[src/include/tag_rx_defines.svh]
`ifndef TAG_RX_DEFINES_SVH
`define TAG_RX_DEFINES_SVH

// ********************************************************************
// datapath widths.
`define TAG_DATA_W     16
`define TAG_PHASE_W    24
`define TAG_NSYMB_W    16
`define TAG_SCALE_W    16
`define TAG_SYNC_BITS  4
`define TAG_CFG_W      32

// table index bits, two of them select the quadrant.
`define TAG_LUT_BITS   7
`define TAG_QTR_BITS   (`TAG_LUT_BITS - 2)

// mixer output width and the fraction bits dropped after each product.
`define TAG_MIX_W      (2 * `TAG_DATA_W + 1)
`define TAG_MIX_FRAC   15
`define TAG_SCALE_FRAC 12

// ********************************************************************
// configuration after reset.
`define TAG_RST_START_INC 24'h020000
`define TAG_RST_DPH_INC   24'h004000
`define TAG_RST_NSIG      24'd64
`define TAG_RST_NSYMB     16'd8
`define TAG_RST_SCALE     16'h1000

`endif

[src/sin_table.hex]
// one column, sin(2*pi*k/128) in Q1.15 hex for k = 0 to 31, first quadrant of the turn.
0000
0648
0C8C
12C8
18F9
1F1A
2528
2B1F
30FC
36BA
3C56
41CE
471C
4C3F
5133
55F5
5A82
5ED7
62F1
66CF
6A6D
6DC9
70E2
73B5
7641
7884
7A7C
7C29
7D89
7E9C
7F61
7FD8

[src/verilog/tag_rx_pkg.sv]
`default_nettype none

`include "tag_rx_defines.svh"

package tag_rx_pkg;

  typedef logic signed [`TAG_DATA_W-1:0] sample_t;
  typedef logic [`TAG_PHASE_W-1:0] phase_t;

  // addresses 0 to 2 carry a phase-sized value in the low bits.
  typedef struct packed {
    logic [`TAG_CFG_W-`TAG_PHASE_W-1:0] pad;
    phase_t                             value;
  } cfg_phase_t;

  // address 3 carries the frame length and the output scale together.
  typedef struct packed {
    logic [`TAG_NSYMB_W-1:0] nsymb;
    logic [`TAG_SCALE_W-1:0] scale;
  } cfg_count_t;

  typedef union packed {
    cfg_phase_t ph;
    cfg_count_t cnt;
  } cfg_word_u;

endpackage

`default_nettype wire

[src/verilog/chirp_cfg_if.sv]
`default_nettype none

`include "tag_rx_defines.svh"

interface chirp_cfg_if;
  import tag_rx_pkg::*;

  phase_t                  start_inc;
  phase_t                  dph_inc;
  phase_t                  nsig;
  logic [`TAG_NSYMB_W-1:0] nsymb;

  modport regs (output start_inc, dph_inc, nsig, nsymb);
  modport gen  (input start_inc, dph_inc, nsig, nsymb);

endinterface

`default_nettype wire

[src/verilog/chirp_cfg_regs.sv]
`default_nettype none

`include "tag_rx_defines.svh"

module chirp_cfg_regs (
  input  wire                      clk,
  input  wire                      i_rst_n,
  input  wire                      i_cfg_we,
  input  wire [1:0]                i_cfg_addr,
  input  tag_rx_pkg::cfg_word_u    i_cfg_wdata,
  chirp_cfg_if.regs                cfg,
  output logic [`TAG_SCALE_W-1:0]  o_scale
);
  import tag_rx_pkg::*;

  phase_t                  start_inc_q;
  phase_t                  dph_inc_q;
  phase_t                  nsig_q;
  logic [`TAG_NSYMB_W-1:0] nsymb_q;
  logic [`TAG_SCALE_W-1:0] scale_q;

  // the address picks which view of the word is meaningful.
  always_ff @(posedge clk or negedge i_rst_n) begin
    if (!i_rst_n) begin
      start_inc_q <= `TAG_RST_START_INC;
      dph_inc_q   <= `TAG_RST_DPH_INC;
      nsig_q      <= `TAG_RST_NSIG;
      nsymb_q     <= `TAG_RST_NSYMB;
      scale_q     <= `TAG_RST_SCALE;
    end else if (i_cfg_we) begin
      case (i_cfg_addr)
        2'd0: start_inc_q <= i_cfg_wdata.ph.value;
        2'd1: dph_inc_q   <= i_cfg_wdata.ph.value;
        2'd2: nsig_q      <= i_cfg_wdata.ph.value;
        default: begin
          nsymb_q <= i_cfg_wdata.cnt.nsymb;
          scale_q <= i_cfg_wdata.cnt.scale;
        end
      endcase
    end
  end

  assign cfg.start_inc = start_inc_q;
  assign cfg.dph_inc   = dph_inc_q;
  assign cfg.nsig      = nsig_q;
  assign cfg.nsymb     = nsymb_q;
  assign o_scale       = scale_q;

endmodule

`default_nettype wire

[src/verilog/chirp_phase_gen.sv]
`default_nettype none

`include "tag_rx_defines.svh"

module chirp_phase_gen (
  input  wire                 clk,
  input  wire                 i_rst_n,
  input  wire                 i_srst,
  input  wire                 i_step,
  chirp_cfg_if.gen            cfg,
  output tag_rx_pkg::phase_t  o_phase,
  output logic                o_sync_ready
);
  import tag_rx_pkg::*;

  phase_t                    phase_q;
  phase_t                    inc_q;
  phase_t                    dph_q;
  phase_t                    nsig_q;
  logic [`TAG_NSYMB_W-1:0]   nsymb_q;
  phase_t                    sig_cnt;
  logic [`TAG_NSYMB_W-1:0]   symb_cnt;
  logic [`TAG_SYNC_BITS-1:0] frame_cnt;
  logic                      primed;

  // counters start at their limits so the first sample opens a frame.
  always_ff @(posedge clk or negedge i_rst_n) begin
    if (!i_rst_n) begin
      phase_q   <= '0;
      inc_q     <= `TAG_RST_START_INC;
      dph_q     <= `TAG_RST_DPH_INC;
      nsig_q    <= `TAG_RST_NSIG;
      nsymb_q   <= `TAG_RST_NSYMB;
      sig_cnt   <= `TAG_RST_NSIG;
      symb_cnt  <= `TAG_RST_NSYMB;
      frame_cnt <= '0;
      primed    <= 1'b0;
    end else if (i_srst) begin
      phase_q   <= '0;
      inc_q     <= cfg.start_inc;
      dph_q     <= cfg.dph_inc;
      nsig_q    <= cfg.nsig;
      nsymb_q   <= cfg.nsymb;
      sig_cnt   <= cfg.nsig;
      symb_cnt  <= cfg.nsymb;
      frame_cnt <= '0;
      primed    <= 1'b0;
    end else if (i_step) begin
      if (sig_cnt == nsig_q) begin
        sig_cnt <= phase_t'(1);
        phase_q <= '0;
        if (symb_cnt == nsymb_q) begin
          // frame boundary, new settings take effect here.
          symb_cnt <= `TAG_NSYMB_W'(1);
          inc_q    <= cfg.start_inc;
          dph_q    <= cfg.dph_inc;
          nsig_q   <= cfg.nsig;
          nsymb_q  <= cfg.nsymb;
          primed   <= 1'b1;
          if (primed && !o_sync_ready)
            frame_cnt <= frame_cnt + 1'b1;
        end else begin
          symb_cnt <= symb_cnt + 1'b1;
          inc_q    <= inc_q + dph_q;
        end
      end else begin
        phase_q <= phase_q + inc_q;
        sig_cnt <= sig_cnt + 1'b1;
      end
    end
  end

  assign o_phase      = phase_q;
  assign o_sync_ready = &frame_cnt;

endmodule

`default_nettype wire

[src/verilog/dechirp_mixer.sv]
`default_nettype none

`include "tag_rx_defines.svh"

module dechirp_mixer (
  input  wire                              clk,
  input  wire                              i_rst_n,
  input  wire                              i_adv,
  input  wire                              i_valid,
  input  tag_rx_pkg::sample_t              i_i,
  input  tag_rx_pkg::sample_t              i_q,
  input  tag_rx_pkg::phase_t               i_phase,
  output logic                             o_valid,
  output logic signed [`TAG_MIX_W-1:0]     o_i,
  output logic signed [`TAG_MIX_W-1:0]     o_q
);
  import tag_rx_pkg::*;

  // first quadrant of the sine, Q1.15.
  sample_t sin_rom [0:(1 << `TAG_QTR_BITS)-1];

  initial begin
    $readmemh("/design/src/sin_table.hex", sin_rom);
  end

  // the full turn is folded onto the quarter table by mirroring and negation.
  function automatic sample_t lut_sin(input logic [`TAG_LUT_BITS-1:0] idx);
    logic [`TAG_QTR_BITS-1:0] off;
    logic [`TAG_QTR_BITS-1:0] mirror;
    sample_t                  mag;
    off    = idx[`TAG_QTR_BITS-1:0];
    mirror = '0 - off;
    if (idx[`TAG_LUT_BITS-2]) begin
      if (off == '0)
        mag = {1'b0, {(`TAG_DATA_W-1){1'b1}}};
      else
        mag = sin_rom[mirror];
    end else begin
      mag = sin_rom[off];
    end
    lut_sin = idx[`TAG_LUT_BITS-1] ? -mag : mag;
  endfunction

  logic [`TAG_LUT_BITS-1:0] sin_idx;
  logic [`TAG_LUT_BITS-1:0] cos_idx;

  // cosine is a quarter turn ahead of the sine.
  assign sin_idx = i_phase[`TAG_PHASE_W-1 -: `TAG_LUT_BITS];
  assign cos_idx = {sin_idx[`TAG_LUT_BITS-1 -: 2] + 2'b01, sin_idx[`TAG_QTR_BITS-1:0]};

  logic    s1_valid;
  sample_t s1_i;
  sample_t s1_q;
  sample_t s1_sin;
  sample_t s1_cos;

  logic signed [`TAG_MIX_W-1:0] prod_ic;
  logic signed [`TAG_MIX_W-1:0] prod_qs;
  logic signed [`TAG_MIX_W-1:0] prod_qc;
  logic signed [`TAG_MIX_W-1:0] prod_is;

  always_ff @(posedge clk or negedge i_rst_n) begin
    if (!i_rst_n) begin
      s1_valid <= 1'b0;
      o_valid  <= 1'b0;
    end else if (i_adv) begin
      s1_valid <= i_valid;
      o_valid  <= s1_valid;
    end
  end

  // ********************************************************************
  // table lookup, then multiply by the conjugate phasor.
  always_ff @(posedge clk) begin
    if (i_adv) begin
      s1_i   <= i_i;
      s1_q   <= i_q;
      s1_sin <= lut_sin(sin_idx);
      s1_cos <= lut_sin(cos_idx);
    end
  end

  assign prod_ic = s1_i * s1_cos;
  assign prod_qs = s1_q * s1_sin;
  assign prod_qc = s1_q * s1_cos;
  assign prod_is = s1_i * s1_sin;

  always_ff @(posedge clk) begin
    if (i_adv) begin
      o_i <= prod_ic + prod_qs;
      o_q <= prod_qc - prod_is;
    end
  end

endmodule

`default_nettype wire

[src/verilog/scale_round_clip.sv]
`default_nettype none

`include "tag_rx_defines.svh"

module scale_round_clip (
  input  wire                           clk,
  input  wire                           i_rst_n,
  input  wire                           i_adv,
  input  wire                           i_valid,
  input  wire signed [`TAG_MIX_W-1:0]   i_i,
  input  wire signed [`TAG_MIX_W-1:0]   i_q,
  input  wire [`TAG_SCALE_W-1:0]        i_scale,
  output logic                          o_valid,
  output tag_rx_pkg::sample_t           o_i,
  output tag_rx_pkg::sample_t           o_q
);
  import tag_rx_pkg::*;

  localparam int XS_W = `TAG_MIX_W - `TAG_MIX_FRAC + 1;
  localparam int PR_W = XS_W + `TAG_SCALE_W + 1;
  localparam int PS_W = PR_W - `TAG_SCALE_FRAC;

  // both roundings are half up, the add comes before an arithmetic shift.
  function automatic sample_t rsc(input logic signed [`TAG_MIX_W-1:0] x,
                                  input logic [`TAG_SCALE_W-1:0] s);
    logic signed [`TAG_MIX_W:0] xr;
    logic signed [XS_W-1:0]     xs;
    logic signed [PR_W-1:0]     pr;
    logic signed [PS_W-1:0]     ps;
    xr = x + (1 << (`TAG_MIX_FRAC - 1));
    xs = xr[`TAG_MIX_W:`TAG_MIX_FRAC];
    pr = xs * $signed({1'b0, s});
    pr = pr + (1 << (`TAG_SCALE_FRAC - 1));
    ps = pr[PR_W-1:`TAG_SCALE_FRAC];
    // saturate when the dropped top bits are not all copies of the sign.
    if (ps[PS_W-1:`TAG_DATA_W-1] == {(PS_W-`TAG_DATA_W+1){ps[PS_W-1]}})
      rsc = ps[`TAG_DATA_W-1:0];
    else
      rsc = {ps[PS_W-1], {(`TAG_DATA_W-1){~ps[PS_W-1]}}};
  endfunction

  always_ff @(posedge clk or negedge i_rst_n) begin
    if (!i_rst_n)
      o_valid <= 1'b0;
    else if (i_adv)
      o_valid <= i_valid;
  end

  always_ff @(posedge clk) begin
    if (i_adv) begin
      o_i <= rsc(i_i, i_scale);
      o_q <= rsc(i_q, i_scale);
    end
  end

endmodule

`default_nettype wire

[src/verilog/tag_rx.sv]
`default_nettype none

`include "tag_rx_defines.svh"

module tag_rx (
  input  wire                     clk,
  input  wire                     i_rst_n,
  input  wire                     i_srst,
  input  wire                     i_cfg_we,
  input  wire [1:0]               i_cfg_addr,
  input  wire [`TAG_CFG_W-1:0]    i_cfg_wdata,
  input  wire                     i_in_valid,
  input  tag_rx_pkg::sample_t     i_in_i,
  input  tag_rx_pkg::sample_t     i_in_q,
  output logic                    o_in_ready,
  input  wire                     i_out_ready,
  output logic                    o_out_valid,
  output tag_rx_pkg::sample_t     o_out_i,
  output tag_rx_pkg::sample_t     o_out_q,
  output logic                    o_sync_ready
);
  import tag_rx_pkg::*;

  chirp_cfg_if cfg_bus ();

  logic [`TAG_SCALE_W-1:0]       scale;
  phase_t                        phase;
  logic                          step;
  logic                          mix_valid;
  logic signed [`TAG_MIX_W-1:0]  mix_i;
  logic signed [`TAG_MIX_W-1:0]  mix_q;

  // ********************************************************************
  // one stall signal moves all three stages together.
  assign o_in_ready = i_out_ready;
  assign step       = i_in_valid & i_out_ready;

  chirp_cfg_regs u_regs (
    .clk         (clk),
    .i_rst_n     (i_rst_n),
    .i_cfg_we    (i_cfg_we),
    .i_cfg_addr  (i_cfg_addr),
    .i_cfg_wdata (i_cfg_wdata),
    .cfg         (cfg_bus.regs),
    .o_scale     (scale)
  );

  chirp_phase_gen u_gen (
    .clk          (clk),
    .i_rst_n      (i_rst_n),
    .i_srst       (i_srst),
    .i_step       (step),
    .cfg          (cfg_bus.gen),
    .o_phase      (phase),
    .o_sync_ready (o_sync_ready)
  );

  dechirp_mixer u_mix (
    .clk     (clk),
    .i_rst_n (i_rst_n),
    .i_adv   (i_out_ready),
    .i_valid (i_in_valid),
    .i_i     (i_in_i),
    .i_q     (i_in_q),
    .i_phase (phase),
    .o_valid (mix_valid),
    .o_i     (mix_i),
    .o_q     (mix_q)
  );

  scale_round_clip u_scale (
    .clk     (clk),
    .i_rst_n (i_rst_n),
    .i_adv   (i_out_ready),
    .i_valid (mix_valid),
    .i_i     (mix_i),
    .i_q     (mix_q),
    .i_scale (scale),
    .o_valid (o_out_valid),
    .o_i     (o_out_i),
    .o_q     (o_out_q)
  );

endmodule

`default_nettype wire

[config.mk]
export PLATFORM = sky130hd
export DESIGN_NAME = tag_rx
export DESIGN_NICKNAME = d
export VERILOG_FILES = /design/src/verilog/tag_rx_pkg.sv /design/src/verilog/chirp_cfg_if.sv /design/src/verilog/chirp_cfg_regs.sv /design/src/verilog/chirp_phase_gen.sv /design/src/verilog/dechirp_mixer.sv /design/src/verilog/scale_round_clip.sv /design/src/verilog/tag_rx.sv
export VERILOG_INCLUDE_DIRS = /design/src /design/src/include
export SDC_FILE = /design/constraint.sdc
export NUM_CORES = 2
export LEC_CHECK = 0
export ABC_AREA = 1
export BUFFER_PORTS_ARGS = -buffer_cell sky130_fd_sc_hd__buf_4
export CORE_MARGIN = 5
export CORE_UTILIZATION = 55
export CTS_BUF_LIST = sky130_fd_sc_hd__clkbuf_8 sky130_fd_sc_hd__clkbuf_16
export DETAILED_ROUTE_END_ITERATION = 12
export PLACE_DENSITY = 0.74
export SKIP_LAST_GASP = 1
export SLEW_MARGIN = 20
export SYNTH_ARGS = -nofsm -noshare
export SYNTH_HDL_FRONTEND = slang
export SYNTH_HIERARCHICAL = 1
export SYNTH_SLANG_ARGS = --single-unit
[constraint.sdc]
create_clock -name clk -period 6.6 [get_ports clk]
set_input_delay 1.32 -clock clk [delete_from_list [all_inputs] [get_ports clk]]
set_output_delay 1.32 -clock clk [all_outputs]
set_load 0.02 [all_outputs]
Word-level counts from Yosys, hierarchy flattened
Cells that the tools add are included.
- $add $sub $neg: 14
- multiply operators: 6
- divide/modulo/power cells: 0
- magnitude comparators: 0
- eq/ne operators: 6
- shifts and indexed selects: 0
- multiplexer cells: 44
- bitwise gates (word level): 4
- reductions and logical operators: 17
- operators by type and width (operator ; count):
    $mux 24 ; 18
    $mux 16 ; 17
    $mul 16x16->32 ; 4
    $add 36x13->36 const B ; 2
    $mul 19x17->36 ; 2
    $add 33x16->34 const B ; 2
    $add 24x24->24 ; 2
    $add 33x33->33 ; 1
    $sub 33x33->33 ; 1
    $neg 16->16 ; 2
    $add 24x1->24 const B ; 1
    $eq 24x24->1 ; 1
    $mux 4 ; 5
    $add 16x1->16 const B ; 1
    $eq 16x16->1 ; 1
    $eq 8x8->1 ; 2
    $reduce_and 2->1 ; 5
    $reduce_and 4->1 ; 2
    $reduce_bool 2->1 ; 4
    $logic_not 5->1 ; 1
    $add 4x1->4 const B ; 1
    $mux 1 ; 4
    $not 1->1 ; 3
    $reduce_and 3->1 ; 1
    other kinds (8) ; 8
- flip-flop bits (word level): 426
- latch bits: 0
- memory bits (writable): 0
- ROM bits: 0
- input port bits: 72
- memories: 0

Longest topological paths before layout
- depth after elaboration: 8
- gate-level depth with buffers: 45

By module
Netlist, hierarchy kept.
- modules (own cells, without submodules) (module ; times used ; cells an instance ; area an instance (µm²) ; seq. area each (µm²)):
    dechirp_mixer ; 1 ; 3432 ; 33309.4 ; 3083.0
    scale_round_clip ; 1 ; 3551 ; 26917.1 ; 985.9
    chirp_phase_gen ; 1 ; 1785 ; 11404.7 ; 3936.3
    chirp_cfg_regs ; 1 ; 462 ; 4217.8 ; 2608.8
    tag_rx ; 1 ; 3 ; 15.0 ; 0.0

Worst setup path before layout
Ideal clock, no wire load.
- path type: reg-to-reg
- start: register u_mix.s1_q[15]
- end: register u_mix.o_i[20], data pin
- arrival time: 6.905 ns
- required time: 6.338 ns
- path slack: -0.567 ns
- cell stages (with the launch flop): 24
- buffers on the path: 1
- period minus slack after synthesis: 7.167 ns
- cells stage by stage: edfxtp_1 > clkbuf_1 > inv_1 > fa_1 > inv_1 > fa_1 > inv_1 > fa_1 > inv_1 > fa_1 > fa_1 > fa_1 > fa_1 > inv_1 > fa_1 > inv_1 > ha_1 > nand2_1 > nor2_1 > nor3b_1 > nand2_1 > nand3_1 > a21oi_1 > xor2_1
- word-level cells in the longest chain between the ends: 2
- ends and longest elaborated chain (what ; RTL line ; text):
    start, declared ; dechirp_mixer.sv:53 ; sample_t s1_q;
    start signal, assigned ; dechirp_mixer.sv:77 ; s1_q <= i_q;
    $mul 16x16->32 ; dechirp_mixer.sv:84 ; assign prod_qs = s1_q * s1_sin;
    $add 33x33->33 ; dechirp_mixer.sv:90 ; o_i <= prod_ic + prod_qs;
    end signal, assigned ; dechirp_mixer.sv:90 ;
    end, declared ; dechirp_mixer.sv:14 ; output logic signed [`TAG_MIX_W-1:0] o_i,
Every way passes these cells.
A chain may end at the register's enable or synchronous reset.

Worst setup path after layout
- start: register u_mix.o_i[15]
- end: register u_scale.o_i[4], data pin
- word-level cells in the longest chain between the ends: 5
- elaborated cells on any way between the ends: 6
- those cells by class: add/sub (2); mul (1); eq/ne (1); mux (1); bitwise (1)
- ends and longest elaborated chain (what ; RTL line ; text):
    $add 33x16->34 (*) ; scale_round_clip.sv:30 ; xr = x + (1 << (`TAG_MIX_FRAC - 1));
    $mul 19x17->36 (*) ; scale_round_clip.sv:32 ; pr = xs * $signed({1'b0, s});
    $add 36x13->36 (*) ; scale_round_clip.sv:33 ; pr = pr + (1 << (`TAG_SCALE_FRAC - 1));
    $eq 8x8->1 or $not 1->1 (tied branches) ; scale_round_clip.sv:36, scale_round_clip.sv:39 ;
    $mux 16 (*) ; scale_round_clip.sv:36 ; if (ps[PS_W-1:`TAG_DATA_W-1] == {(PS_W-`TAG_DATA_W+1){ps[PS_W-1]}})
    end signal, assigned ; scale_round_clip.sv:51 ; o_i <= rsc(i_i, i_scale);
    end, declared ; scale_round_clip.sv:14 ; output tag_rx_pkg::sample_t o_i,
Every way passes the cells marked *; elsewhere a longest branch is shown, timed or not.

==> flow_summary.yaml <==
logic_synthesis:
  synth_warnings: 6
  syn_nets: 11292
  synth_area_per_cell_sq_um: 8.15
  mappedNetlistArea_sq_mm: 0.0749
  netlist_instances: 9185
clocking:
  cts_tree: "built"
  cts_root_buf: "clkbuf_16"
  cts.clk_slew.worst_paths_ns: 0.07
  h-tree-depth: 2
  cts_hold_buffers: 0
  clk_latency_ns: 0.66
  numCtsBuffers: 44
  clock-sinks: 370
  cts_buffer_depth: 3
sta:
  fin_ws_ns: -0.706
  fin_skew_ns: 0.0558
  finalHoldViolCount: 0
  fin_crit_ns: 7.31
  rsz0062_at_grt: "true"
  setup_viol: 70
  hold-worst-slack_ns: 0.467
  worstMarginPinSlew_ns: 1.12
  maxSlewHeadroom_pct: 25.2
  maxSlewViolCount: 0
  max_freq_ghz: 0.137
  period_share_pct: 111
finish:
  final-instance-count-excl-fill: 12076
  area_delta_synth_final_pct: 21.4
  drive_gt1_share_pct: 21.0
  fin_area_sq_mm: 0.0909
  layout.nets: 12358
  post-route-util_pct: 67.2
die:
  die_area_sq_mm: 0.144
  floorplan.initialDensity_pct: 55.3
  core-area_sq_mm: 0.135
  die_y_um: 379
  die_x_um: 379
  rows: 135
  pin_count: 107
worst_setup_path:
  crit_family: "adder cells"
  worst_path_most_repeated_cell: "nand2_1"
  worstPathArrival_ns: 7.68
  worst_path_max_delay_cell: "fa_2"
  worst-setup-path-type: "flip-flop to flip-flop"
  max_stage_delay_ns: 0.54
  worst-path-buf-inv: 13
  start_kind: "flip-flop"
  end_kind: "flip-flop"
  crit_fanout: 8
  worstPathRequired_ns: 6.97
hold_path:
  hold_path.class: "flip-flop to flip-flop"
flow_run:
  max-cap-violations: 0
grt:
  grt_pass1_wl_um: 347000
  overflow: 0
  antenna_found_initial: 7
  grt_pass1_vias: 66474
  grt_max_degree: 124
  grt_use_total_pct: 30.8
placed_design:
  io_buffers: 106
  place_inst: 11881
  hpwl_um: 181000
  placed_cell_area_sq_mm: 0.0860
  place.gp.congestion: 0.958
drt:
  vias_per_cell: 5.19
  antenna_left: 0
  wl_per_cell_um: 18.0
  drc: 0
  dr.pass1.iters: 7
  num_vias: 62624
  initialDrtViolationCount: 4714
  wirelength_um: 217000
run_status:
  status: "finished, violations left"
  violations: "setup timing"
-- per-layer routing --
layer | wire length (um) | up-vias | share of wire (%) | track usage [%]
met5 | 0 | - | 0 | 0
met4 | 10600 | 0 | 4.9 | 12.6
met3 | 14600 | 526 | 6.7 | 4.48
met2 | 104000 | 2233 | 48 | 51.6
met1 | 88000 | 30916 | 40 | 40.4
li1 | - | 28949 | - | -
-- placed cells by master, fill, tap and decap left out, types with 40 or more instances in the layout --
master / instances
nor2_1: 650
nand3_1: 291
nor3_1: 40
fa_2: 64
nand2_2: 179
buf_12: 44
a21oi_1: 113
dfrtp_1: 253
nor2_2: 60
nand2_4: 52
nor2_4: 63
xnor2_1: 50
nand2_1: 1819
ha_4: 59
fa_1: 1393
o21ai_1: 40
nand4_1: 127
a21oi_2: 52
o21ai_0: 95
ha_1: 516
clkbuf_16: 45
buf_4: 1155
inv_2: 145
xor2_1: 113
edfxtp_1: 106
inv_1: 2397
-- registers in the layout (all words and copies together), names as in the netlist, 2 cells and up --
name                  flops
u_mix/s1_cos              2
u_gen/frame_cnt           4
u_mix/s1_i               16
u_mix/s1_sin              2
u_mix/s1_q               16
u_mix/o_q                19
u_regs/o_scale           16
u_regs/cfg.nsig          24
u_gen/nsymb_q            16
u_regs/cfg.nsymb         16
u_regs/cfg.dph_inc       24
u_scale/o_i              16
u_regs/cfg.start_inc     24
u_gen/dph_q              24
u_scale/o_q              16
u_gen/nsig_q             24
u_gen/inc_q              24
u_gen/o_phase            24
u_gen/sig_cnt            24
u_mix/o_i                19
u_gen/symb_cnt           16
-- worst paths after layout --
kind | slack (ns) | from | endpoint | cells after the start
max in group asynchronous | 4.32 | i_rst_n | u_regs/cfg.start_inc[2] | 2
max reg2reg | -0.71 | u_mix/o_i[15] | u_scale/o_i[4] | 42
min | 0.47 | u_regs/cfg.dph_inc[10] | u_gen/dph_q[10] | 2
min reg2reg | 0.47 | u_regs/cfg.dph_inc[10] | u_gen/dph_q[10] | 2
max | -0.71 | u_mix/o_i[15] | u_scale/o_i[4] | 42
min in group asynchronous | 0.75 | i_rst_n | u_gen/symb_cnt[15] | 1
-- worst register-to-register path: cells and delay by family, from the launching register on --
kind	cells	cell delay, ns
buf+inv	13	1.13
fa+ha+maj	8	3.36
compound gates	4	0.66
simple gates	17	1.52
flops	1	0.38
-- per-stage QoR --
step / TNS (ns) / setup slack (ns)
5_1_grt: -56.58 / -1.02
4_1_cts: -29.09 / -0.572
3_5_place_dp: -36.77 / -0.801
6_report: -36.52 / -0.706
3_3_place_gp: -30.22 / -0.679
2_1_floorplan: -6.79 / -0.270
-- area by class of cell --
class                   count  area, sq um
repair buffers           1223         9850
diodes                      9         22.5
fillers                 10798        44400
clock inverters            32          352
well taps                1781         2230
clock buffers              49         1180
multi-input cells        6048        57800
inverters                2563         9690
flip-flops and latches    370         9800
repair inverters            1         8.76
-- timing repair --
item | in CTS | in global routing
pin swaps | 147 | 247
cloned | 4 | 1
endpoints found under the setup margin | 70 | 70
setup buffers | 57 | 46
gates resized for setup | 336 | 397
Power is left out: the tool's default activity adds up to more than one toggle a clock period on the data nets, which glitch-free logic cannot reach.
